$ cat config.mk
export PLATFORM = sky130hd
export DESIGN_NAME = color_threshold
export DESIGN_NICKNAME = d
export VERILOG_FILES = /design/src/logic/vsense_pkg.sv /design/src/logic/color_threshold.sv
export SDC_FILE = /design/constraint.sdc
export NUM_CORES = 1
export LEC_CHECK = 0
export BUFFER_PORTS_ARGS = -buffer_cell sky130_fd_sc_hd__buf_2
export CAP_MARGIN = 0
export CORE_MARGIN = 4
export CORE_UTILIZATION = 30
export DETAILED_ROUTE_END_ITERATION = 10
export PLACE_DENSITY = 0.6
export SKIP_CTS_REPAIR_TIMING = 1
export SLEW_MARGIN = 30
export SYNTH_ARGS = -nofsm -noshare
export SYNTH_HDL_FRONTEND = slang
export SYNTH_SLANG_ARGS = --single-unit
$ cat constraint.sdc
create_clock -name clock_50 -period 0.83 [get_ports clock_50]
set_input_delay 0.083 -clock clock_50 [delete_from_list [all_inputs] [get_ports clock_50]]
set_output_delay 0.083 -clock clock_50 [all_outputs]
set_load 0.02 [all_outputs]
$ cat src/logic/vsense_pkg.sv
// Video sensor shared definitions
`default_nettype none

package vsense_pkg;

   // ------------------------------------------------------------
   // Widths
   // ------------------------------------------------------------
   localparam int CHAN_W  = 8;    // One colour channel
   localparam int COORD_W = 12;   // x or y position
   localparam int CNT_W   = 16;   // Hit and frame counters

   // ------------------------------------------------------------
   // Word types
   // ------------------------------------------------------------
   typedef logic [CHAN_W-1:0]  chan_t;
   typedef logic [COORD_W-1:0] coord_t;

   // Red in the top byte, then green, blue at the bottom
   typedef logic [3*CHAN_W-1:0] pix_word_t;

   // ------------------------------------------------------------
   // Enums
   // ------------------------------------------------------------
   typedef enum logic [1:0] {
      CAP_IDLE  = 2'd0,   // Waiting for capture_start
      CAP_ARMED = 2'd1,   // Next pixel is (0,0)
      CAP_RUN   = 2'd2    // Mid frame
   } capture_state_e;

   // Frame memory owner in a given cycle
   typedef enum logic [1:0] {
      OWN_NONE  = 2'd0,
      OWN_WRITE = 2'd1,   // Capture writer
      OWN_READ  = 2'd2    // Host read port
   } mem_owner_e;

endpackage

`default_nettype wire
$ cat src/logic/color_threshold.sv
// Colour window threshold stage
`timescale 1ns/100ps
`default_nettype none

module color_threshold (
   input  wire                        clock_50,
   input  wire                        arst_n,
   input  wire                        pixel_valid,
   input  wire vsense_pkg::chan_t     pixel_red,
   input  wire vsense_pkg::chan_t     pixel_green,
   input  wire vsense_pkg::chan_t     pixel_blue,
   input  wire vsense_pkg::chan_t     red_min,
   input  wire vsense_pkg::chan_t     red_max,
   input  wire vsense_pkg::chan_t     green_min,
   input  wire vsense_pkg::chan_t     green_max,
   input  wire vsense_pkg::chan_t     blue_min,
   input  wire vsense_pkg::chan_t     blue_max,
   output logic                       thr_valid,
   output vsense_pkg::pix_word_t      thr_pixel,
   output logic                       thr_hit
);

   logic red_in;
   logic green_in;
   logic blue_in;

   // Inclusive window on each channel
   assign red_in   = (pixel_red >= red_min) && (pixel_red <= red_max);
   assign green_in = (pixel_green >= green_min) && (pixel_green <= green_max);
   assign blue_in  = (pixel_blue >= blue_min) && (pixel_blue <= blue_max);

   always_ff @(posedge clock_50 or negedge arst_n) begin
      if (!arst_n) begin
         thr_valid <= 1'b0;
         thr_hit   <= 1'b0;
      end else begin
         thr_valid <= pixel_valid;
         thr_hit   <= pixel_valid && red_in && green_in && blue_in;   // All three match
      end
   end

   always_ff @(posedge clock_50) begin
      if (pixel_valid) begin
         thr_pixel <= {pixel_red, pixel_green, pixel_blue};
      end
   end

   // Host must program a sane red window before pixels flow
   assert property (@(posedge clock_50) disable iff (!arst_n)
      pixel_valid |-> (red_min <= red_max));

endmodule

`default_nettype wire

# Yosys cells after proc, flatten, opt, wreduce, memory -nomap -nowiden
# Cells that the tools add are included.
# W data, S select, Z words.
[word_totals] regBits=26 latch_bits=0 mem_bits_rw=0 mem_bits_ro=0 in_bits=75 output_inout_bits=26 wordCells=15 memories=0
[op_classes] add_sub_neg=0 n_mul=0 div_mod_pow=0 order_cmp=6 n_eq_ne=0 shift=0 mux=0 n_bitwise=0 reduce_logical=6
[op_table] op="$ge A8 B8 Y1" count=3
[op_table] op="$le A8 B8 Y1" count=3
[op_table] op="$logic_and A1 B1 Y1" count=6

# Logic depth before layout (Yosys ltp)
[depth] depth_word=5 depth_mapped=7 mapped_depth_nobuf=7

# Least setup slack after synthesis
# OpenSTA, ideal clock, no wires.
[synth_path] path_type="input to register" start="input blue_min[7]" end="register thr_hit" setup_ns=0.096 arrival_time_ns=1.154 t_required_ns=0.734 slack_ns=-0.419 stages=7 path_buffers=0 cell_sequence="inv_1 > ha_1 > and4_1 > o21ai_1 > o221ai_1 > nand4b_1 > nor4_2"
[synth_via] elab_chain_cells=3
[synth_rtl] item="from (decl)" line_no="color_threshold.sv:16" text="input wire vsense_pkg::chan_t blue_min,"
[synth_rtl] item="$ge A8 B8 Y1" line_no="color_threshold.sv:30" text="assign blue_in = (pixel_blue >= blue_min) && (pixel_blue <= blue_max);"
[synth_rtl] item="$logic_and A1 B1 Y1" line_no="color_threshold.sv:30"
[synth_rtl] item="$logic_and A1 B1 Y1" line_no="color_threshold.sv:38" text="thr_hit <= pixel_valid && red_in && green_in && blue_in;"
[synth_rtl] item="to (signal assigned)" line_no="color_threshold.sv:38"
[synth_rtl] item="to (decl)" line_no="color_threshold.sv:20" text="output logic thr_hit"
# No other way between the ends.
# A chain may end at the register's enable or synchronous reset.

# Final worst setup path
[layout_path] start="input green_min[5]" end="register thr_hit"
[layout_via] elab_chain_cells=4
[layout_rtl] item="from (decl)" line_no="color_threshold.sv:14" text="input wire vsense_pkg::chan_t green_min,"
[layout_rtl] item="$ge A8 B8 Y1" line_no="color_threshold.sv:29" text="assign green_in = (pixel_green >= green_min) && (pixel_green <= green_max);"
[layout_rtl] item="$logic_and A1 B1 Y1" line_no="color_threshold.sv:29"
[layout_rtl] item="$logic_and A1 B1 Y1 (2 in a row)" line_no="color_threshold.sv:38"
# No other way between the ends.

==> metrics.txt <==
outcome finished, violations left; failing checks negative setup slack; placed cells 384; port bufs 100; Clock transition at path regs 110 ps; syn nets ~310; total congestion overflow 0; layout cells sized above 1 0.449; PwrDens 1270 mW/mm2; period utilization 1.33; Die H between 80 and 90 um; Synth area leader edfxtp_1; CTS tree done; pre-CTS setup slack -600 ps; Core ar. 0.00635 mm2; multi-input logic area 0.00112 mm2; Starting Density 0.307; max-slew violations 0; area post-placement 0.00279 mm2; Mapped Area between 0.0015 and 0.002 mm2; Arr. time, crit path 1300 ps; WL/cell 12.6 um; Pre-antenna DRT Iters 4; Final ANT Viol Nets 0; Yosys warnings 0; Final Hold Fails 0; fin area around 0.0030 mm2; Worst Slack Setup Final -270 ps; Avg Cell Area, Syn 10.2 um2; register area 771 um2; Top Ports 101; non-filler cells, final 393; row cnt 29; initial antenna violation count 0; register area share after synthesis 0.395; Synth Instances ~190; chip width 88.7 um; die area 0.00786 mm2; Crit. End Element register; Worst Path Required 1030 ps; Max transition margin 0.830; CP Class input port to register; area share of the largest cell type after synthesis 0.369; placed wire-length estimate around 4200 um; routed vias between 1500 and 2000; vias in the first global route 1721; Worst VDD drop 0.762 mV; Seq cells post-synth 26; Clock Root Buffer clkbuf_8; final-layout fill cell count 596; Layout area overhead 56.2%; Antenna Diode Count 0; unrepaired setup endpoints after global routing true; Power, Total around 4 mW; Cell variety after synth 29; Leak Pwr roughly 1.6 nW; setup violators final 27; CP Launch Type input port; worst hold path type input port to register; Main synth FF type edfxtp_1; Total Wirelength 4940 um; synth top area cells edfxtp_1 (37%), ha_1 (31%), inv_1 (8.8%); Period minus WS final 1100 ps; Crit Path Max Fanout 2; Total GRT Usage 0.124; WHS between 9 and 10 ps; FMAX 909 MHz; Max-cap violations 0; Layout Nets 440; routability cong. 0.708; clk buf depth 2; Post-synth ARST share 0.0769; first-pass GRT wire length roughly 7600 um; number of enable flip-flop cells after synthesis 24; Starting DRT DRC Count 36; CTS buffer count 3; worst-margin pin slew 253 ps; Max H-tree Level 1; DRC Markers 0; pin count of the biggest net entering global routing 16; clk sink count 26; routed vias/inst 4.50
cells in the mapped netlist, types with 2 or more instances:
library cell / n
nor2_1: 7
nor2b_1: 2
nand2_1: 7
nand4_1: 7
or2b_2: 2
edfxtp_1: 24
dfrtp_1: 2
a21oi_1: 18
o21ai_0: 9
o211ai_1: 2
ha_1: 48
inv_1: 46
final cells by class:
cell class / count / area share
clock inverter: 1 / 0.00985
timing repair buffer: 121 / 0.263
clock buffer: 3 / 0.0135
sequential: 26 / 0.253
tap: 77 / 0.0316
multi-input combinational: 119 / 0.366
inverter: 46 / 0.0632
path summary, 6_finish.rpt:
path | end | cells after the start | start
setup / recovery | thr_hit | 8 | green_min[5]
hold / removal | thr_pixel[1] | 1 | pixel_blue[1]
max in group asynchronous | thr_hit | 2 | arst_n
min in group asynchronous | thr_valid | 2 | arst_n
sequential cells by signal (all words and copies together) (netlist names):
| register | flops |
|---|---|
| thr_hit | 1 |
| thr_pixel | 24 |
| thr_valid | 1 |
stage by stage:
step / util / TNS, ps
4_1_cts: 0.450 / -2530
3_5_place_dp: 0.439 / -600
6_report: 0.480 / -2140
3_3_place_gp: 0.439 / -565
5_1_grt: 0.480 / -3280
2_1_floorplan: - / -313
critical path, cell delays in order:
cell     delay [ps]
buf_2           160
inv_12           30
ha_4            250
nand2_2          40
nor3_2          160
a21oi_1          90
a31o_2          220
nor4_2          250
cell usage in the layout (no fill, tap or decap), types with 3 or more instances in the layout:
master,netlist,final
nand4_1,7,7
o21ai_0,9,7
buf_6,0,19
nand2_1,7,5
inv_1,46,41
ha_1,48,41
a21oi_1,18,16
ha_4,0,7
buf_4,0,15
buf_2,0,81
clkbuf_8,0,3
edfxtp_1,24,24
nor2_1,7,7
o21ai_1,1,3
dlygate4sd3_1,0,5
cells by family after synthesis:
group,after synthesis,synth area share
buffers and inverters,46,0.0885
flip-flops,26,0.395
adder cells (fa/ha/maj),48,0.308
AO/OA/AOI/OAI,39,0.116
AND/OR/NAND/NOR,32,0.0930
layer usage:
| metal | GRT usage | routed length, um | vias to the layer above | share of wire |
|---|---|---|---|---|
| met3 | 0.0242 | 378 | 2 | 0.077 |
| met4 | 0.0288 | 23 | 0 | 0.0047 |
| li1 | - | - | 928 | - |
| met5 | 0 | 0 | - | 0 |
| met2 | 0.205 | 2350 | 58 | 0.48 |
| met1 | 0.167 | 2180 | 780 | 0.44 |
power by group:
| group | switching, mW | total, mW | internal [mW] |
|---|---|---|---|
| Combinational | 0.587 | 1.20 | 0.614 |
| Sequential | 0.0381 | 1.58 | 1.54 |
| Clock | 0.460 | 1.11 | 0.647 |
Power figures use the tool's default switching activity.
