`config.mk`:
```
export PLATFORM = sky130hd
export DESIGN_NAME = frame_ram
export DESIGN_NICKNAME = d
export VERILOG_FILES = /design/src/logic/vsense_pkg.sv /design/src/logic/frame_ram.sv
export SDC_FILE = /design/constraint.sdc
export NUM_CORES = 2
export LEC_CHECK = 0
export BUFFER_PORTS_ARGS = -buffer_cell sky130_fd_sc_hd__buf_2
export CAP_MARGIN = 20
export CORE_ASPECT_RATIO = 2
export CORE_MARGIN = 4
export CORE_UTILIZATION = 45
export CTS_CLUSTER_SIZE = 12
export DETAILED_ROUTE_END_ITERATION = 8
export MAX_ROUTING_LAYER = met4
export PLACE_DENSITY = 0.71
export SLEW_MARGIN = 10
export SYNTH_ARGS = -nofsm -noshare
export SYNTH_HDL_FRONTEND = slang
export SYNTH_MEMORY_MAX_BITS = 65536
export SYNTH_SLANG_ARGS = --single-unit
```
`constraint.sdc`:
```
create_clock -name clock_50 -period 3.7 [get_ports clock_50]
set_clock_uncertainty 0.15 [all_clocks]
set_input_delay 0.74 -clock clock_50 [delete_from_list [all_inputs] [get_ports clock_50]]
set_output_delay 0.74 -clock clock_50 [all_outputs]
set_load 0.02 [all_outputs]
```
`src/logic/vsense_pkg.sv`:
```
// Video sensor shared definitions
`default_nettype none

package vsense_pkg;

   // ------------------------------------------------------------
   // Widths
   // ------------------------------------------------------------
   localparam int CHAN_W  = 8;    // One colour channel
   localparam int COORD_W = 12;   // x or y position
   localparam int CNT_W   = 16;   // Hit and frame counters

   // ------------------------------------------------------------
   // Word types
   // ------------------------------------------------------------
   typedef logic [CHAN_W-1:0]  chan_t;
   typedef logic [COORD_W-1:0] coord_t;

   // Red in the top byte, then green, blue at the bottom
   typedef logic [3*CHAN_W-1:0] pix_word_t;

   // ------------------------------------------------------------
   // Enums
   // ------------------------------------------------------------
   typedef enum logic [1:0] {
      CAP_IDLE  = 2'd0,   // Waiting for capture_start
      CAP_ARMED = 2'd1,   // Next pixel is (0,0)
      CAP_RUN   = 2'd2    // Mid frame
   } capture_state_e;

   // Frame memory owner in a given cycle
   typedef enum logic [1:0] {
      OWN_NONE  = 2'd0,
      OWN_WRITE = 2'd1,   // Capture writer
      OWN_READ  = 2'd2    // Host read port
   } mem_owner_e;

endpackage

`default_nettype wire
```
`src/logic/frame_ram.sv`:
```
// Single port frame memory
`timescale 1ns/100ps
`default_nettype none

module frame_ram #(
   parameter  int DEPTH  = 192,
   localparam int ADDR_W = $clog2(DEPTH)
) (
   input  wire                         clock_50,
   input  wire                         mem_en,
   input  wire                         mem_we,
   input  wire [ADDR_W-1:0]            mem_addr,
   input  wire vsense_pkg::pix_word_t  mem_wdata,
   output vsense_pkg::pix_word_t       mem_rdata
);

   vsense_pkg::pix_word_t mem [DEPTH];

   // Registered read, output holds between reads
   always_ff @(posedge clock_50) begin
      if (mem_en) begin
         if (mem_we) begin
            mem[mem_addr] <= mem_wdata;
         end else begin
            mem_rdata <= mem[mem_addr];
         end
      end
   end

endmodule

`default_nettype wire

```
After elaboration in Yosys (flattened, before gate mapping). Memories as Yosys holds them, arrays and structs flattened. A register that Yosys moved wholly into a read port is not among the register bits. Cells that the tools add are included. Widths: inputs -> output; s select.

Register bits after elaboration: 0. Latch bits: 0. RAM bits: 4608. Bits in read-only memories: 0. Output and inout port bits: 24. Word-level logic and storage cells: 6. Memories kept: 1.

$add $sub $neg: 0. Multiply operators: 0. Divide/modulo/power cells: 0. Order comparisons: 0. Equality and inequality tests: 0. Shift-type cells: 0. Mux-type cells: 3. Bitwise logic cells: 1. Reduce and logical (&&, ||, !) cells: 1.

Memories: mem (depth 192, width 24, read ports 1, clocked after Yosys merged registers in 1, write ports 1, RTL line frame_ram.sv:17) `vsense_pkg::pix_word_t mem [DEPTH];`.

Operators with widths (count): $mux 1 (3); $reduce_and 2->1 (1); $not 1->1 (1).

Logic depth before layout (Yosys ltp).
Depth in word-level cells: 3. Depth in mapped cells: 12. Mapped depth without buffers: 6.

Least setup slack after synthesis. Ideal clock, no wire load.

Path kind: input to register. Start: input port mem_addr[0]. End: memory mem[133][0] in the netlist's numbering (enable). Setup time: 0.405 ns. Arrival time: 3.387 ns. Required time: 3.145 ns. Setup slack: -0.242 ns. Cell stages on the path: 10. Cells stage by stage: buf_6 buf_8 buf_6 buf_6 buf_6 buf_6 nor3b_1 nand2_1 buf_2 nor2_1.

RTL lines: start, declared (RTL line frame_ram.sv:12) `input wire [ADDR_W-1:0] mem_addr,`; end, declared (RTL line frame_ram.sv:17).

No word-level cell before the write port.

==> flow_summary.yaml <==
sta:
  fmax_mhz: 272
  grt_setup_unrepaired: "no"
  setup_viol: 0
  min_period_ps: 3670
  tightest_slew_ps: 1230
  maxSlewViolCount: 0
  relSlewSlack_pct: 18.0
  finalHoldWorstSlack_ps: 60.1
  fin_setup_tns_ps: 0
  finalHoldViolCount: 0
  fin_crit_sh_pct: 99.2
pwr:
  netSwitchingFraction_pct: 21.1
  ir_worst_vdd_v: 0.000409
  pwr-share-comb_pct: 5.8
  p_int_mw: 81.0
  p_per_area_mw_per_mm2: 501
  pwr-share-seq_pct: 56.4
  power_mw: 103
  p_leak_nw: 64.1
  p_sw_mw: 21.7
  pwr-share-clk_pct: 37.8
floorplan:
  dieArea_mm2: 0.402
  fp.coreArea_mm2: 0.390
  io_pins: 59
  initial_core_util_pct: 45.3
  rows: 324
  die_h_um: 893
  die_width_um: 451
yosys:
  synthMuxAreaShare_pct: 15.2
  yosys.area_share.simple_pct: 1.56
  syn_inst: 7739
  syn_nets: 7774
  synth_seq_area_share_pct: 78.9
  yosysWarnings: 0
  ys.flop_type: "edfxtp_1"
  syn_avg_cell_area_um2: 22.8
  synth_top_family_by_area: "multiplexers"
  synthAdderAreaFrac_pct: 0
  ys_seq_elements: 4632
  synth-compound-area-share_pct: 2.94
  synthesis.area_mm2: 0.176
  synth.distinct_cells: 53
  synth_xor_area_share_pct: 0
  async_flop_share_pct: 0
  synth_edf_count: 4632
grt:
  busiest_layer: "met2"
  grt_use_met3_pct: 3.73
  met2_usage_pct: 44.8
  grt_pass1_vias: 93400
  grt_max_degree: 106
  overflow: 0
  grt_pass1_wl_mm: 730
  grt_usage_pct: 26.6
  grtUsageMet1_pct: 27.4
  grt_antenna_before_repair: 23
final_layout:
  seqCellArea_mm2: 0.139
  syn_to_final_growth_pct: 16.1
  final_nets: 8821
  drive_gt1_share_pct: 32.1
  multi_input_area_mm2: 0.0353
  fin_util_pct: 52.6
  fillers: 28800
  final_area_mm2: 0.205
min_path:
  hold_class: "in2reg"
cts:
  numCtsBuffers: 429
  cts.clk_slew.worst_paths_ps: 70
  h-tree-depth: 5
  cts_hold_buf: 0
  cts_root_buf: "clkbuf_16"
  post-cts-setup-buffer-count: 0
  cts_resized: 0
  cts_tree: "built"
  clock_path_buffers: 4
  clock_latency_ps: 970
  cts_sinks: 4632
place:
  finalWeightedCongestion: 0.955
  post_dp_cell_area_mm2: 0.193
  dpl.hpwl_mm: 344
  numPortBuffers: 58
critical_path:
  path_max_fanout: 20
  cp.arrival_ps: 4190
  path_class: "in2reg"
  required_ps: 4220
  ff2ff_setup_slack_ps: 300
  crit_path_start_kind: "input pin"
  critPathCaptureType: "flip-flop"
job:
  max_cap_viol_count: 0
outcome:
  status: "finished clean"
drt:
  first_pass_iters: 6
  drc: 0
  antenna_left: 0
  wl_per_cell_um: 37.2
  drt-total-wl_mm: 523
  num_vias: 90200
  drtIter0Drc: 12300
  vias_per_cell: 6.42
-- final timing paths --
kind                          from                      end  cells after the start
min                  mem_wdata[17]     mem[1][17]$_DFFE_PP_                      1
max reg2reg  mem[10][12]$_DFFE_PP_  mem_rdata[12]$_DFFE_PP_                      6
max                    mem_addr[0]  mem_rdata[12]$_DFFE_PP_                      9
min reg2reg  mem[122][6]$_DFFE_PP_   mem_rdata[6]$_DFFE_PP_                      5
-- synth_stat cells, drive strengths merged (10+ instances only) --
cell type,instances,area share [%]
a2111oi,13,0.065
a21oi,70,0.20
a221o,15,0.085
a221oi,67,0.33
a22o,36,0.18
a22oi,292,1.2
a31oi,25,0.089
a32oi,38,0.19
and2,20,0.071
buf,260,0.96
clkbuf,200,0.43
edfxtp,4632,79
mux2,21,0.13
mux2i,262,1.5
mux4,1064,14
nand2,81,0.17
nand2b,15,0.053
nand3,96,0.27
nand4,48,0.17
nor2,262,0.56
nor2b,18,0.064
nor3,15,0.043
nor4,10,0.035
o211ai,15,0.064
o21ai,54,0.15
o221ai,26,0.13
o22ai,38,0.13
-- critical path: stages --
cell,delay (ps)
buf_12,260
buf_12,270
buf_12,170
mux4_2,550
a221oi_1,1050
buf_4,250
o22ai_1,260
nand3_1,370
nand4_1,150
-- power by group through the flow --
| stage | combinational (mW) | sequential (mW) | clock [mW] |
|---|---|---|---|
| 2_1_floorplan | 2.55 | 59.0 | 0 |
| 3_3_place_gp | 5.73 | 59.0 | 0 |
| 3_5_place_dp | 5.86 | 59.0 | 0 |
| 4_1_cts | 5.88 | 57.9 | 39.1 |
| 5_1_grt | 6.07 | 57.8 | 41.2 |
| 6_report | 5.94 | 57.9 | 38.8 |
-- metrics by stage --
stage	std cells	worst slack, ps
2_1_floorplan	7739	-242
3_3_place_gp	13600	-2510
3_5_place_dp	13600	-776
4_1_cts	14000	211
5_1_grt	14000	101
6_report	14100	28.4
-- cell families after synthesis --
group	after synthesis
DFF	4632
muxes	1347
AOI/OAI and AO/OA	705
and+or+nand+nor	592
buffers and inverters	463
-- routing by layer --
layer  up-vias  routed length [um]
li1      35000                   -
met3      1699               42100
met1     47900              155000
met5         -                   0
met2      5678              270000
met4         0               56800
-- flip-flops by register name (all words and copies together) (netlist names) --
name and count:
mem 4608, mem_rdata 24
-- cells in the final DEF, fill, tap and decap left out, types with 26 or more instances in the layout --
cell / synthesis / final
o221ai_1: 26 / 26
a32oi_1: 38 / 38
nor2_1: 262 / 66
edfxtp_1: 4632 / 4632
buf_12: 0 / 346
mux2i_1: 262 / 262
buf_4: 61 / 671
a22oi_1: 292 / 292
nand3_1: 96 / 96
buf_2: 106 / 30
o21ai_0: 46 / 45
a22o_1: 36 / 36
nand4_1: 48 / 48
nand2_1: 81 / 81
a221oi_1: 67 / 67
nor2_2: 0 / 193
a21oi_1: 70 / 70
o22ai_1: 38 / 38
clkbuf_16: 0 / 441
mux4_2: 1064 / 1064
-- final cells by class --
| type | instances | share of cell area, % |
|---|---|---|
| Multi-Input combinational cell | 2644 | 17.3 |
| Clock inverter | 11 | 0.0733 |
| Clock buffer | 452 | 5.41 |
| Sequential cell | 4632 | 67.9 |
| Timing Repair Buffer | 1076 | 6.10 |
| Antenna cell | 22 | 0.0269 |
| Inverter | 3 | 0.00733 |
| Tap cell | 5216 | 3.19 |
Note: power is estimated with default switching activity, not from simulation.
