**src/logic/vsense_pkg.sv**
```systemverilog
// Video sensor shared definitions
`default_nettype none

package vsense_pkg;

   // ------------------------------------------------------------
   // Widths
   // ------------------------------------------------------------
   localparam int CHAN_W  = 8;    // One colour channel
   localparam int COORD_W = 12;   // x or y position
   localparam int CNT_W   = 16;   // Hit and frame counters

   // ------------------------------------------------------------
   // Word types
   // ------------------------------------------------------------
   typedef logic [CHAN_W-1:0]  chan_t;
   typedef logic [COORD_W-1:0] coord_t;

   // Red in the top byte, then green, blue at the bottom
   typedef logic [3*CHAN_W-1:0] pix_word_t;

   // ------------------------------------------------------------
   // Enums
   // ------------------------------------------------------------
   typedef enum logic [1:0] {
      CAP_IDLE  = 2'd0,   // Waiting for capture_start
      CAP_ARMED = 2'd1,   // Next pixel is (0,0)
      CAP_RUN   = 2'd2    // Mid frame
   } capture_state_e;

   // Frame memory owner in a given cycle
   typedef enum logic [1:0] {
      OWN_NONE  = 2'd0,
      OWN_WRITE = 2'd1,   // Capture writer
      OWN_READ  = 2'd2    // Host read port
   } mem_owner_e;

endpackage

`default_nettype wire
```
**src/logic/frame_store_arbiter.sv**
```systemverilog
// Frame memory arbiter
`timescale 1ns/100ps
`default_nettype none

module frame_store_arbiter #(
   parameter  int DEPTH  = 192,
   localparam int ADDR_W = $clog2(DEPTH)
) (
   input  wire                         clock_50,
   input  wire                         arst_n,
   input  wire                         wr_en,
   input  wire [ADDR_W-1:0]            wr_addr,
   input  wire vsense_pkg::pix_word_t  wr_data,
   input  wire                         rd_req,
   input  wire [ADDR_W-1:0]            rd_addr,
   input  wire vsense_pkg::pix_word_t  mem_rdata,
   output logic                        mem_en,
   output logic                        mem_we,
   output logic [ADDR_W-1:0]           mem_addr,
   output vsense_pkg::pix_word_t       mem_wdata,
   output logic                        rd_valid,
   output vsense_pkg::pix_word_t       rd_data
);

   vsense_pkg::mem_owner_e owner;     // This cycle
   vsense_pkg::mem_owner_e owner_q;   // Previous cycle, lines up with mem_rdata
   logic                   pend_q;
   logic [ADDR_W-1:0]      pend_addr;
   logic [ADDR_W-1:0]      rd_sel;

   assign rd_sel = pend_q ? pend_addr : rd_addr;

   // ------------------------------------------------------------
   // Writer first, then the pending or fresh read
   // ------------------------------------------------------------
   always_comb begin
      if (wr_en) begin
         owner = vsense_pkg::OWN_WRITE;
      end else if (rd_req || pend_q) begin
         owner = vsense_pkg::OWN_READ;
      end else begin
         owner = vsense_pkg::OWN_NONE;
      end
   end

   assign mem_en    = (owner != vsense_pkg::OWN_NONE);
   assign mem_we    = (owner == vsense_pkg::OWN_WRITE);
   assign mem_addr  = (owner == vsense_pkg::OWN_WRITE) ? wr_addr : rd_sel;
   assign mem_wdata = wr_data;

   always_ff @(posedge clock_50 or negedge arst_n) begin
      if (!arst_n) begin
         pend_q  <= 1'b0;
         owner_q <= vsense_pkg::OWN_NONE;
      end else begin
         owner_q <= owner;
         if (owner == vsense_pkg::OWN_READ) begin
            pend_q <= 1'b0;      // Read granted
         end else if (rd_req) begin
            pend_q <= 1'b1;      // Blocked by a write
         end
      end
   end

   always_ff @(posedge clock_50) begin
      if (rd_req) begin
         pend_addr <= rd_addr;
      end
   end

   // Data comes back one cycle after the grant
   assign rd_valid = (owner_q == vsense_pkg::OWN_READ);
   assign rd_data  = mem_rdata;

   // Only one host read may be outstanding
   assert property (@(posedge clock_50) disable iff (!arst_n)
      pend_q |-> !rd_req);

endmodule

`default_nettype wire

```
**config.mk**
```make
export PLATFORM = sky130hd
export DESIGN_NAME = frame_store_arbiter
export DESIGN_NICKNAME = d
export VERILOG_FILES = /design/src/logic/vsense_pkg.sv /design/src/logic/frame_store_arbiter.sv
export SDC_FILE = /design/constraint.sdc
export NUM_CORES = 1
export LEC_CHECK = 0
export ABC_AREA = 1
export BUFFER_PORTS_ARGS = -buffer_cell sky130_fd_sc_hd__buf_2
export CAP_MARGIN = 5
export CORE_UTILIZATION = 28
export CTS_BUF_LIST = sky130_fd_sc_hd__clkbuf_4 sky130_fd_sc_hd__clkbuf_8 sky130_fd_sc_hd__clkbuf_16
export DETAILED_ROUTE_END_ITERATION = 8
export PLACE_DENSITY = 0.76
export SLEW_MARGIN = 25
export SYNTH_ARGS = -nofsm -noshare
export SYNTH_HDL_FRONTEND = slang
export SYNTH_SLANG_ARGS = --single-unit
```
**constraint.sdc**
```tcl
create_clock -name clock_50 -period 0.88 [get_ports clock_50]
set_clock_uncertainty 0.05 [all_clocks]
set_input_delay 0.132 -clock clock_50 [delete_from_list [all_inputs] [get_ports clock_50]]
set_output_delay 0.132 -clock clock_50 [all_outputs]
set_load 0.02 [all_outputs]
```
After elaboration in Yosys (flattened, before gate mapping) --
Cells that the tools add are included.
Storage, ports and cells: input bits 68, output and inout port bits 59, register bits 11, word-level logic and storage cells 15
Operators by class: multiplexer cells 6, reductions and logical operators 3, equality and inequality tests 3
Operator list (number):
- 8-bit 2-to-1 mux | 2
- 2-bit == test, second input constant | 2
- 2-bit 2-to-1 mux | 2
- 2-bit nonzero test | 2
- 2-bit by 1-bit == test with 1-bit output, second input constant | 1
- 1-bit 2-to-1 mux | 2
- 1-bit logical OR | 1

Logic depth before layout (Yosys ltp) --
word-level depth 5, gate-level depth with buffers 5

Least setup slack after synthesis --
Ideal clock, no wire load.
path kind register to output, start register pend_q, end output port mem_addr[6], path buffers 1, stages on the path, launching flop included 6, setup slack -0.089 ns, data required time 0.698 ns, arrival time 0.787 ns, path through dfrtp_1 buf_6 inv_4 nand2_1 nand3_1 nand2_1
Between the ends: word-level cells in the longest chain between the ends 5
Ends and longest elaborated chain:
- start, declared | RTL line frame_store_arbiter.sv:27 | logic pend_q;
- start signal, assigned | RTL line frame_store_arbiter.sv:53 | pend_q <= 1'b0;
- start signal, assigned | RTL line frame_store_arbiter.sv:58 | pend_q <= 1'b0;
- start signal, assigned | RTL line frame_store_arbiter.sv:60 | pend_q <= 1'b1;
- 1-bit logical OR | RTL line frame_store_arbiter.sv:39 | end else if (rd_req || pend_q) begin
- 2-bit 2-to-1 mux | RTL line frame_store_arbiter.sv:39
- 2-bit 2-to-1 mux | RTL line frame_store_arbiter.sv:37 | if (wr_en) begin
- 2-bit by 1-bit == test with 1-bit output | RTL line frame_store_arbiter.sv:48 | assign mem_addr = (owner == vsense_pkg::OWN_WRITE) ? wr_addr : rd_sel;
- 8-bit 2-to-1 mux (*) | RTL line frame_store_arbiter.sv:48
- end, declared | RTL line frame_store_arbiter.sv:19 | output logic [ADDR_W-1:0] mem_addr,
Every way passes the cells marked *; elsewhere a longest branch is shown, timed or not.

Worst setup path in the final report --
start register pend_q, end output port mem_addr[4]
Same word-level chain as after synthesis.

==> results.py <==
metrics = {
    "die": {
        "die_area_sq_um": 3661,
        "fp.dieW_um": 60.51,
        "fp.dieH_um": 60.51,
        "rows": 20,
        "core_region_area_sq_um": 3153,
        "ios": 127,
        "start_util": 0.3040,
    },
    "cts": {
        "h-tree-depth": 1,
        "cts.clk_slew.worst_paths_ns": 0.07,
        "cts_root_buffer": "clkbuf_4",
        "cts_tree": "yes",
        "cts-buffers-inserted": 3,
        "cts_max_path_buffers": 2,
        "cts_num_sinks": 11,
        "insertion_delay_ns": 0.27,
    },
    "logic_synthesis": {
        "synth_area_leaders": "buf_4 (38%), edfxtp_1 (25%), nand2_1 (13%)",
        "synth-seq-cells": 11,
        "syn_inst": 126,
        "synth-seq-area-share": 0.3290,
        "syn_area_sq_um": 958.4,
        "yosysWarnings": 0,
        "synth.avg_cell_area_sq_um": 7.607,
        "yosysTopAreaCellShare": 0.3838,
        "syn-num-nets": 194,
        "synth_area_leader_cell": "buf_4",
        "yosysUniqueCellTypes": 12,
    },
    "sta": {
        "fmax_mhz": 748.0,
        "slew_violations": 0,
        "setup_ws_ns": -0.4568,
        "relSlewSlack": 0.8670,
        "worst_pin_slew_ns": 0.1995,
        "finalHoldViolCount": 0,
        "min_period_ns": 1.337,
        "setup_viol": 12,
        "rsz0062_at_grt": "yes",
        "min_period_over_period": 1.519,
    },
    "setup_path": {
        "required_ns": 0.70,
        "start_kind": "register",
        "reg2reg_from": "pend_q$_DFFE_PN0P_",
        "rr_endpoint": "pend_q$_DFFE_PN0P_",
        "crit_fanout": 6,
        "reg2reg_depth": 4,
        "cp.arrival_ns": 1.15,
        "cp-end-kind": "primary output",
        "reg2reg_slack_ns": -0.11,
        "worst-setup-path-type": "register to primary output",
    },
    "layout": {
        "mostFrequentLayoutCell": "buf_2",
        "final_cell_area_sq_um": 1110,
        "layout-drive-gt1-share": 0.5868,
        "seqCellArea_sq_um": 316.6,
        "nets": 190,
        "layoutNonFillerInstCount": 165,
        "fill_cells": 340,
        "diodes": 0,
        "syn_to_final_growth_pct": 15.80,
        "multi_input_area_sq_um": 279.0,
        "final_cell_mix": "buf_2 (20), nand2_2 (18), inv_1 (17)",
    },
    "min_path": {
        "hp-start": "rd_addr[6]",
        "whs_path_depth": 1,
        "hold_path_end": "pend_addr[6]$_DFFE_PP_",
        "holdCritPathClass": "input pin to register",
    },
    "global_routing": {
        "overflow": 0,
        "grt_use_total": 0.1070,
        "antenna_found_initial": 0,
        "grt_pass1_vias": 644,
        "grt_max_degree": 11,
        "grt_pass1_wl_um": 2746,
    },
    "detailed_routing": {
        "dr.pass1.iters": 4,
        "vias": 665,
        "viasPerCell": 4.030,
        "wire_per_inst_um": 10.58,
        "drt_wl_total_um": 1745,
        "antenna_left": 0,
        "drt_iter0_drc": 17,
        "drc": 0,
    },
    "status": {
        "violations": "negative setup slack",
        "status": "complete, but fails checks",
    },
    "place": {
        "place_hpwl_um": 1216,
        "gp_congestion": 0.6967,
        "dp.cells": 155,
        "place_area_sq_um": 873.3,
        "portBuffers": 30,
    },
    "power": {
        "p_per_area_nw_per_um2": 1296,
        "p_leak_nw": 0.5693,
        "ir_drop_mv": 0.7153,
    },
    "flow_run": {
        "drv_cap": 0,
    },
}
[per-stage QoR]
step / util / setup WS (ns) / hold WS [ns] / setup TNS [ns] / total power [W]
after floorplan: - / -0.06429 / -0.2136 / -0.5338 / 0.001124
after global placement: 0.2770 / -0.2410 / -0.1185 / -2.179 / 0.0009433
after detailed placement: 0.2770 / -0.2510 / -0.1182 / -2.348 / 0.0009494
after CTS: 0.3496 / -0.4814 / 0.002973 / -4.802 / 0.001448
after global routing: 0.3520 / -0.5196 / 0.001608 / -5.059 / 0.001513
final: 0.3520 / -0.4568 / 0.009286 / -4.418 / 0.001438
[critical path, stage by stage (launching register included)]
cell and delay [ns]:
dfrtp_2 0.44, buf_6 0.15, nand2_2 0.06, nand3_2 0.06, nand2_2 0.06, buf_6 0.11
[logic make-up (layout without fill, tap and decap cells)]
group / count (synthesis) / after routing / synth area share
buffers and inverters: 70 / 65 / 0.4817
DFF: 11 / 11 / 0.3290
and+or+nand+nor: 45 / 45 / 0.1893
[power by group]
part | switching [W] | internal (W) | total (W)
clock | 0.000168 | 0.000207 | 0.000375
sequential | 0.0000141 | 0.000599 | 0.000613
combinational | 0.000230 | 0.000219 | 0.000450
total | 0.000413 | 0.00103 | 0.00144
[flip-flops by register name, summed over array words and instances, names as in the netlist]
register and flops:
pend_q 1, pend_addr 8, owner_q 2
[synth_stat cells]
cell type and count:
buf_4 49, buf_6 1, clkbuf_1 1, dfrtp_1 3, edfxtp_1 8, inv_1 17, inv_4 1, inv_6 1
nand2_1 33, nand3_1 8, nor2_1 3, nor2_2 1
[per-layer routing]
layer | vias up | global-route usage | wire length [um] | share of wire
met2 | 32 | 0.1743 | 891 | 0.51
met4 | 0 | 0.1071 | 65 | 0.037
met3 | 9 | 0.03198 | 113 | 0.065
met5 | - | 0 | 0 | 0
met1 | 305 | 0.1066 | 674 | 0.39
li1 | 319 | - | - | -
[repair_timing]
| item | CTS | global route |
|---|---|---|
| hold endpoints to repair | 8 | 0 |
| hold buffers | 6 | 0 |
| pin swaps | 26 | 9 |
| gates resized for setup | 38 | 5 |
| endpoints found under the setup margin | 12 | 12 |
| buffers inserted | 9 | 1 |
[area by class of cell]
class	instances	area share
Inverter	19	0.07103
Multi-Input combinational cell	45	0.2514
Clock buffer	4	0.02706
Timing Repair Buffer	42	0.3157
Tap cell	44	0.04961
Sequential cell	11	0.2852
[worst max path at each step]
stage / from / to / slack [ns] / depth (start not counted)
after floorplan: pend_q$_DFFE_PN0P_ / mem_addr[6] / -0.06 / 5
after global placement: pend_q$_DFFE_PN0P_ / mem_addr[6] / -0.24 / 5
after detailed placement: pend_q$_DFFE_PN0P_ / mem_addr[6] / -0.25 / 5
after CTS: pend_q$_DFFE_PN0P_ / mem_addr[6] / -0.48 / 5
after global routing: pend_q$_DFFE_PN0P_ / mem_addr[4] / -0.52 / 5
final: pend_q$_DFFE_PN0P_ / mem_addr[4] / -0.46 / 5
Power figures use the tool's default switching activity.
