`config.mk`:
```
export PLATFORM = sky130hd
export DESIGN_NAME = frame_capture
export DESIGN_NICKNAME = d
export VERILOG_FILES = /design/src/logic/vsense_pkg.sv /design/src/logic/frame_capture.sv
export SDC_FILE = /design/constraint.sdc
export NUM_CORES = 1
export LEC_CHECK = 0
export ABC_AREA = 0
export BUFFER_PORTS_ARGS = -buffer_cell sky130_fd_sc_hd__clkbuf_2
export CAP_MARGIN = 20
export CORE_MARGIN = 5
export CORE_UTILIZATION = 40
export CTS_CLUSTER_SIZE = 8
export DETAILED_ROUTE_END_ITERATION = 10
export HOLD_SLACK_MARGIN = 0.08
export PLACE_DENSITY = 0.61
export SYNTH_ARGS = -nofsm -noshare
export SYNTH_HDL_FRONTEND = slang
export SYNTH_SLANG_ARGS = --single-unit
```
`constraint.sdc`:
```
create_clock -name clock_50 -period 3.75 [get_ports clock_50]
set_clock_uncertainty 0.1 [all_clocks]
set_input_delay 0.1875 -clock clock_50 [delete_from_list [all_inputs] [get_ports clock_50]]
set_output_delay 0.1875 -clock clock_50 [all_outputs]
set_load 0.01 [all_outputs]
```
`src/logic/vsense_pkg.sv`:
```
// Video sensor shared definitions
`default_nettype none

package vsense_pkg;

   // ------------------------------------------------------------
   // Widths
   // ------------------------------------------------------------
   localparam int CHAN_W  = 8;    // One colour channel
   localparam int COORD_W = 12;   // x or y position
   localparam int CNT_W   = 16;   // Hit and frame counters

   // ------------------------------------------------------------
   // Word types
   // ------------------------------------------------------------
   typedef logic [CHAN_W-1:0]  chan_t;
   typedef logic [COORD_W-1:0] coord_t;

   // Red in the top byte, then green, blue at the bottom
   typedef logic [3*CHAN_W-1:0] pix_word_t;

   // ------------------------------------------------------------
   // Enums
   // ------------------------------------------------------------
   typedef enum logic [1:0] {
      CAP_IDLE  = 2'd0,   // Waiting for capture_start
      CAP_ARMED = 2'd1,   // Next pixel is (0,0)
      CAP_RUN   = 2'd2    // Mid frame
   } capture_state_e;

   // Frame memory owner in a given cycle
   typedef enum logic [1:0] {
      OWN_NONE  = 2'd0,
      OWN_WRITE = 2'd1,   // Capture writer
      OWN_READ  = 2'd2    // Host read port
   } mem_owner_e;

endpackage

`default_nettype wire
```
`src/logic/frame_capture.sv`:
```
// Frame capture control
`timescale 1ns/100ps
`default_nettype none

module frame_capture #(
   parameter  int IMG_WIDTH  = 16,
   parameter  int IMG_HEIGHT = 12,
   localparam int ADDR_W     = $clog2(IMG_WIDTH * IMG_HEIGHT)
) (
   input  wire                         clock_50,
   input  wire                         arst_n,
   input  wire                         capture_start,
   input  wire                         thr_valid,
   input  wire                         thr_hit,
   input  wire vsense_pkg::pix_word_t  thr_pixel,
   output logic                        capture_busy,
   output logic                        wr_en,
   output logic [ADDR_W-1:0]           wr_addr,
   output vsense_pkg::pix_word_t       wr_data,
   output logic                        hit_valid,
   output logic                        frame_first,
   output logic                        frame_last,
   output logic                        frame_done,
   output vsense_pkg::coord_t          hit_x,
   output vsense_pkg::coord_t          hit_y,
   output logic [vsense_pkg::CNT_W-1:0] frame_count
);

   localparam vsense_pkg::coord_t X_LAST = vsense_pkg::coord_t'(IMG_WIDTH - 1);
   localparam vsense_pkg::coord_t Y_LAST = vsense_pkg::coord_t'(IMG_HEIGHT - 1);

   vsense_pkg::capture_state_e cap_state;
   vsense_pkg::coord_t         x_cnt;
   vsense_pkg::coord_t         y_cnt;
   logic [ADDR_W-1:0]          addr_cnt;
   logic                       accept;
   logic                       last_pix;

   assign accept       = thr_valid && (cap_state != vsense_pkg::CAP_IDLE);
   assign last_pix     = (x_cnt == X_LAST) && (y_cnt == Y_LAST);
   assign capture_busy = (cap_state != vsense_pkg::CAP_IDLE);

   // ------------------------------------------------------------
   // State machine and raster position
   // ------------------------------------------------------------
   always_ff @(posedge clock_50 or negedge arst_n) begin
      if (!arst_n) begin
         cap_state <= vsense_pkg::CAP_IDLE;
         x_cnt     <= '0;
         y_cnt     <= '0;
         addr_cnt  <= '0;
      end else begin
         case (cap_state)
            vsense_pkg::CAP_IDLE: begin
               if (capture_start) begin   // Catches the pixel in the threshold stage
                  cap_state <= vsense_pkg::CAP_ARMED;
                  x_cnt     <= '0;
                  y_cnt     <= '0;
                  addr_cnt  <= '0;
               end
            end
            vsense_pkg::CAP_ARMED, vsense_pkg::CAP_RUN: begin
               if (accept) begin
                  cap_state <= last_pix ? vsense_pkg::CAP_IDLE : vsense_pkg::CAP_RUN;
                  addr_cnt  <= addr_cnt + 1'b1;
                  if (x_cnt == X_LAST) begin   // End of line
                     x_cnt <= '0;
                     y_cnt <= y_cnt + 1'b1;
                  end else begin
                     x_cnt <= x_cnt + 1'b1;
                  end
               end
            end
            default: cap_state <= vsense_pkg::CAP_IDLE;
         endcase
      end
   end

   // ------------------------------------------------------------
   // Write strobes, frame markers and frame counter
   // ------------------------------------------------------------
   always_ff @(posedge clock_50 or negedge arst_n) begin
      if (!arst_n) begin
         wr_en       <= 1'b0;
         hit_valid   <= 1'b0;
         frame_first <= 1'b0;
         frame_last  <= 1'b0;
         frame_done  <= 1'b0;
         frame_count <= '0;
      end else begin
         wr_en       <= accept;
         hit_valid   <= accept && thr_hit;
         frame_first <= accept && (cap_state == vsense_pkg::CAP_ARMED);
         frame_last  <= accept && last_pix;
         frame_done  <= frame_last;   // One cycle after the last write
         if (frame_last) begin
            frame_count <= frame_count + 1'b1;
         end
      end
   end

   always_ff @(posedge clock_50) begin
      if (accept) begin
         wr_addr <= addr_cnt;
         wr_data <= thr_pixel;
         hit_x   <= x_cnt;
         hit_y   <= y_cnt;
      end
   end

   // Only the last pixel of a frame is written after the return to idle
   assert property (@(posedge clock_50) disable iff (!arst_n)
      wr_en && (cap_state == vsense_pkg::CAP_IDLE)
      |-> (wr_addr == ADDR_W'(IMG_WIDTH * IMG_HEIGHT - 1)));

endmodule

`default_nettype wire

```
# After elaboration in Yosys (flattened, before gate mapping)

Cells that the tools add are included.

$add $sub $neg: 4
Equal/unequal tests: 7
Multiplexer cells: 14
Reductions and logical operators: 12

Operators with widths:

| cell                                                  | count |
|---|---|
| two-way mux 12 bit                                    | 5 |
| one-hot mux 12 bit (2 select lines)                   | 2 |
| adder 12 x 1 -> 12 bit (second input constant)        | 2 |
| equality test 12 x 4 -> 1 bit (second input constant) | 2 |
| adder 16 x 1 -> 16 bit (second input constant)        | 1 |
| two-way mux 8 bit                                     | 2 |
| one-hot mux 8 bit (2 select lines)                    | 1 |
| adder 8 x 1 -> 8 bit (second input constant)          | 1 |
| two-way mux 2 bit                                     | 3 |
| != test 2 bit (second input constant)                 | 3 |
| logical AND 1 bit                                     | 5 |
| one-hot mux 2 bit (2 select lines)                    | 1 |
| AND reduction 4 bit                                   | 1 |
| nonzero test 2 bit                                    | 2 |
| AND reduction 3 bit                                   | 1 |
| equality test 2 x 1 -> 1 bit (second input constant)  | 1 |
| equality test 2 bit (second input constant)           | 1 |
| zero test 2 bit                                       | 1 |
| AND reduction 2 bit                                   | 1 |
| OR reduction 2 bit                                    | 1 |

Flip-flop bits (word level): 111
Word-level logic and storage cells: 51

# Depth between registers and ports, before layout

Depth after elaboration: 5
Depth in mapped cells: 9
Depth with buffers taken out: 6

# Worst setup path before layout

No wires, ideal clock.

Path kind: register to register
From: register cap_state[0]
To: register hit_x[0] (enable)
Library setup time: 0.412 ns
Arrival: 1.959 ns
Setup slack: 1.280 ns
Stages on the path, launching flop included: 5
Buffers on the path: 0
Period minus slack after synthesis: 2.470 ns
Cells stage by stage: dfrtp_1 -> inv_1 -> ha_1 -> nand2b_1 -> inv_1

Longest elaborated chain between the ends: 2

Ends and longest elaborated chain:

| element                | line                 | RTL |
|---|---|---|
| from (decl)            | frame_capture.sv:32  | `vsense_pkg::capture_state_e cap_state;` |
| from (signal assigned) | frame_capture.sv:48  | `cap_state <= vsense_pkg::CAP_IDLE;` |
| from (signal assigned) | frame_capture.sv:56  | `cap_state <= vsense_pkg::CAP_ARMED;` |
| from (signal assigned) | frame_capture.sv:64  | `cap_state <= last_pix ? vsense_pkg::CAP_IDLE : vsense_pkg::CAP_RUN;` |
| nonzero test 2 bit     | frame_capture.sv:39  | `assign accept = thr_valid && (cap_state != vsense_pkg::CAP_IDLE);` |
| logical AND 1 bit      | frame_capture.sv:39  |  |
| net accept             | frame_capture.sv:36  | `logic accept;` |
| to (signal assigned)   | frame_capture.sv:106 | `hit_x <= x_cnt;` |
| to (decl)              | frame_capture.sv:24  | `output vsense_pkg::coord_t hit_x,` |

The timed path passes the listed nets, and every way through them passes these cells.
A chain may end at the register's enable or synchronous reset.

# Final worst setup path

From: register x_cnt[5]
To: register y_cnt[0]

Longest elaborated chain between the ends: 3

Ends and longest elaborated chain:

| element                              | line                | RTL |
|---|---|---|
| from (decl)                          | frame_capture.sv:33 | `vsense_pkg::coord_t x_cnt;` |
| from (signal assigned)               | frame_capture.sv:70 | `x_cnt <= x_cnt + 1'b1;` |
| equality test 12 x 4 -> 1 bit        | frame_capture.sv:66 | `if (x_cnt == X_LAST) begin` |
| != test 2 bit (no source line)       | -                   |  |
| AND reduction 4 bit (no source line) | -                   |  |
| to (signal assigned)                 | frame_capture.sv:68 | `y_cnt <= y_cnt + 1'b1;` |
| to (decl)                            | frame_capture.sv:34 | `vsense_pkg::coord_t y_cnt;` |

No other way between the ends.

==> summary.md <==
| Metric | Value |
|---|---|
| WL/cell | `~15 um` |
| First-pass GRT wire length | `14300 um` |
| Antenna fix cells | `0` |
| Worst-margin pin slew | `0.761 ns` |
| Via density | `a little under 5` |
| Final period util | `76.8%` |
| Max-Slew Margin vs Limit | `49.1%` |
| Clk slew on worst S/H paths | `0.10 ns` |
| Sequential fraction of the synthesis area | `69.0%` |
| RSZ-0062 raised after global routing | `false` |
| Final min period | `roughly 2.9 ns` |
| Reg2reg start | `x_cnt[5]` |
| Cell count after synthesis | `317` |
| Static Leak | `0.00241 uW` |
| Dpl hpwl | `slightly above 6000 um` |
| Main flop type after synthesis | `edfxtp_1` |
| Largest family of logic cells by synthesized area | `simple AND/OR/NAND/NOR gates` |
| I/O pins | `between 100 and 150` |
| Hold Path End | `cap_state[1]` |
| Layout cells sized above 1 | `around 29%` |
| CP arrival | `3.03 ns` |
| Vias in the first global route | `between 2000 and 3000` |
| Fin. Hold Viols | `0` |
| CP max FO | `15` |
| Worst setup SP type | `flip-flop` |
| Most common cell after layout, fill and taps aside | `clkbuf_2` |
| Worst r2r path cells | `4` |
| Min-Delay Path Depth | `3` |
| WS Path Type | `flip-flop to flip-flop` |
| Routed Antenna Nets | `0` |
| Hold Crit Class | `input pin to flip-flop` |
| Final TNS setup | `0 ns` |
| Final Max Tran Viols | `0` |
| Placed cell areas | `0.00510 sq mm` |
| Synth Area in XOR/XNOR | `5.33%` |
| P per Cell Area | `549 mW/mm^2` |
| Status | `finished clean` |
| Initial Util | `40.9%` |
| Htree depth | `3` |
| CTS tree | `built` |
| Vias | `2947` |
| Async S/R FF share, synth | `between 40% and 50%` |
| EDFF count, synth | `56` |
| Type of destination of the critical path | `flip-flop` |
| Design Area, Final | `0.00556 sq mm` |
| FF-to-FF End | `y_cnt[0]` |
| First-pass DRT Iterations | `4` |
| # nets final | `493` |
| Gpl congestion | `0.813` |
| Total core area | `0.0108 sq mm` |
| Yosys cell types | `46` |
| Die area | `0.0133 sq mm` |
| Post-synthesis register bit count | `111` |
| CTS buffer count | `9` |
| Setup WS post-layout | `slightly below 0.9 ns` |
| Max VDD drop | `between 200 and 250 uV` |
| Post-Synth Adder-Cell Area | `2.26%` |
| Sinks on Clock Net | `111` |
| Initial antenna violation count | `0` |
| Mapped Avg Cell Area | `14.0 sq um` |
| Synth Area in Compound Gates | `7.48%` |
| Syn nets | `354` |
| Initial drt markers | `185` |
| Final setup vio count | `0` |
| Pre-CTS setup slack | `slightly below 0.9 ns` |
| Most frequent cells in the layout | `106 x clkbuf_2, 56 x edfxtp_1, 55 x dfrtp_1` |
| Area grow syn2layout | `25.3%` |
| Drt total wl | `9000 um` |
| PortBufs | `106` |
| Post-Synth Simple-Gate Area | `12.7%` |
| Mux contribution to synthesized area | `1.21%` |
| Max-cap violations | `0` |
| Root Driver | `clkbuf_8` |
| Warning count from the yosys run | `0` |
| Worst path required time | `3.90 ns` |
| # DRC | `0` |
| Worst-Skew Late Latency | `between 0.3 and 0.4 ns` |
| Die height | `between 100 and 150 um` |
| Maximum number of pins on one net before global-route repair | `35` |
| Total global-route track usage | `13.7%` |
| Die W | `115 um` |
| Min-delay src | `capture_start` |
| Core Rows | `38` |
| Synth Cell Area | `between 0.004 and 0.005 sq mm` |
| Clk buf depth | `2` |
| Grt ovf | `0` |
| Fmax | `between 300 and 400 MHz` |
| R2R Setup Slk | `between 0.8 and 0.9 ns` |
[worst max path at each step]
| stage | slack, ns | endpoint | cells past startpoint | start |
|---|---|---|---|---|
| after floorplan | 1.28 | hit_x[0] | 4 | cap_state[0] |
| after global placement | 0.92 | y_cnt[0] | 4 | x_cnt[5] |
| after detailed placement | 0.87 | y_cnt[0] | 4 | x_cnt[5] |
| after CTS | 0.85 | y_cnt[0] | 4 | x_cnt[5] |
| after global routing | 0.72 | y_cnt[0] | 4 | x_cnt[4] |
| final | 0.87 | y_cnt[0] | 4 | x_cnt[5] |
[cells by family after synthesis]
group                    count (synthesis)
flip-flops                             111
AND/OR/NAND/NOR                        104
AO/OA/AOI/OAI                           47
XOR/XNOR                                27
buffers and inverters                   15
adder cells (fa/ha/maj)                  8
multiplexers                             5
[state kept, by name (all words and copies together) (netlist names)]
register / count
wr_en: 1
frame_count: 16
wr_addr: 8
frame_last: 1
frame_first: 1
frame_done: 1
wr_data: 24
hit_valid: 1
y_cnt: 12
cap_state: 2
hit_y: 12
addr_cnt: 8
x_cnt: 12
hit_x: 12
[per-stage QoR]
| step | utilization [%] | power (uW) | hold WS (ns) | instances |
|---|---|---|---|---|
| 6_report | 51.3 | 3050 | 0.161 | 601 |
| 5_1_grt | 51.3 | 3240 | 0.169 | 601 |
| 4_1_cts | 51.3 | 3090 | 0.149 | 601 |
| 3_5_place_dp | 47.0 | 2370 | 0.104 | 558 |
| 3_3_place_gp | 47.0 | 2350 | 0.105 | 558 |
| 2_1_floorplan | - | 2130 | -0.208 | 317 |
[final cells by class]
type / instances / area (sq um)
Inverter: 7 / 26.3
Tap cell: 140 / 175
Clock buffer: 11 / 131
Fill cell: 950 / 5280
Timing Repair Buffer: 136 / 823
Clock inverter: 5 / 58.8
Multi-Input combinational cell: 191 / 1280
Sequential cell: 111 / 3060
[what timing repair did]
item,4_1_cts,5_1_grt
hold buffers,27,0
buffers inserted,0,0
resized for setup,0,0
hold endpoints to repair,47,0
[metal layers]
| metal | routed length [um] | vias to the layer above | global-route usage, % |
|---|---|---|---|
| met3 | 563 | 8 | 3.16 |
| li1 | - | 1460 | - |
| met2 | 3990 | 87 | 20.6 |
| met5 | 0 | - | 0 |
| met4 | 107 | 0 | 5.32 |
| met1 | 4340 | 1392 | 19.4 |
[power breakdown]
part / switching, uW / total (uW) / internal, uW / leakage, uW
logic: 498 / 759 / 260 / 0.00103
clock network: 382 / 693 / 311 / 0.0000899
registers: 89.8 / 1600 / 1510 / 0.00129
total: 970 / 3050 / 2080 / 0.00241
[synth_stat cells, types with 3 or more instances]
master / instances / share of area, %
edfxtp_1: 56 / 38
dfrtp_1: 55 / 31
ha_1: 8 / 2.3
nor4_1: 4 / 0.56
inv_1: 7 / 0.59
xor2_1: 11 / 2.2
nand3b_1: 4 / 0.68
and3_1: 4 / 0.56
nand3_1: 6 / 0.68
a21oi_1: 10 / 1.1
a31o_2: 3 / 0.59
nand2b_1: 4 / 0.56
a211oi_1: 3 / 0.51
and4_1: 3 / 0.59
buf_6: 4 / 1.0
o2111ai_1: 4 / 0.79
nor2_1: 23 / 1.9
xnor2_1: 16 / 3.2
o21ai_0: 7 / 0.79
o31ai_1: 7 / 1.2
nand2_1: 25 / 2.1
or4_1: 7 / 1.2
mux2_2: 3 / 0.76
a31oi_1: 3 / 0.42
nand4_1: 11 / 1.6
[critical path, stage by stage, from the launching register on]
cell	delay (ns)
dfrtp_1	0.44
or4b_4	0.59
o41a_1	0.57
nor2_1	0.66
mux2_2	0.41
(Power assumes the default switching activity.)
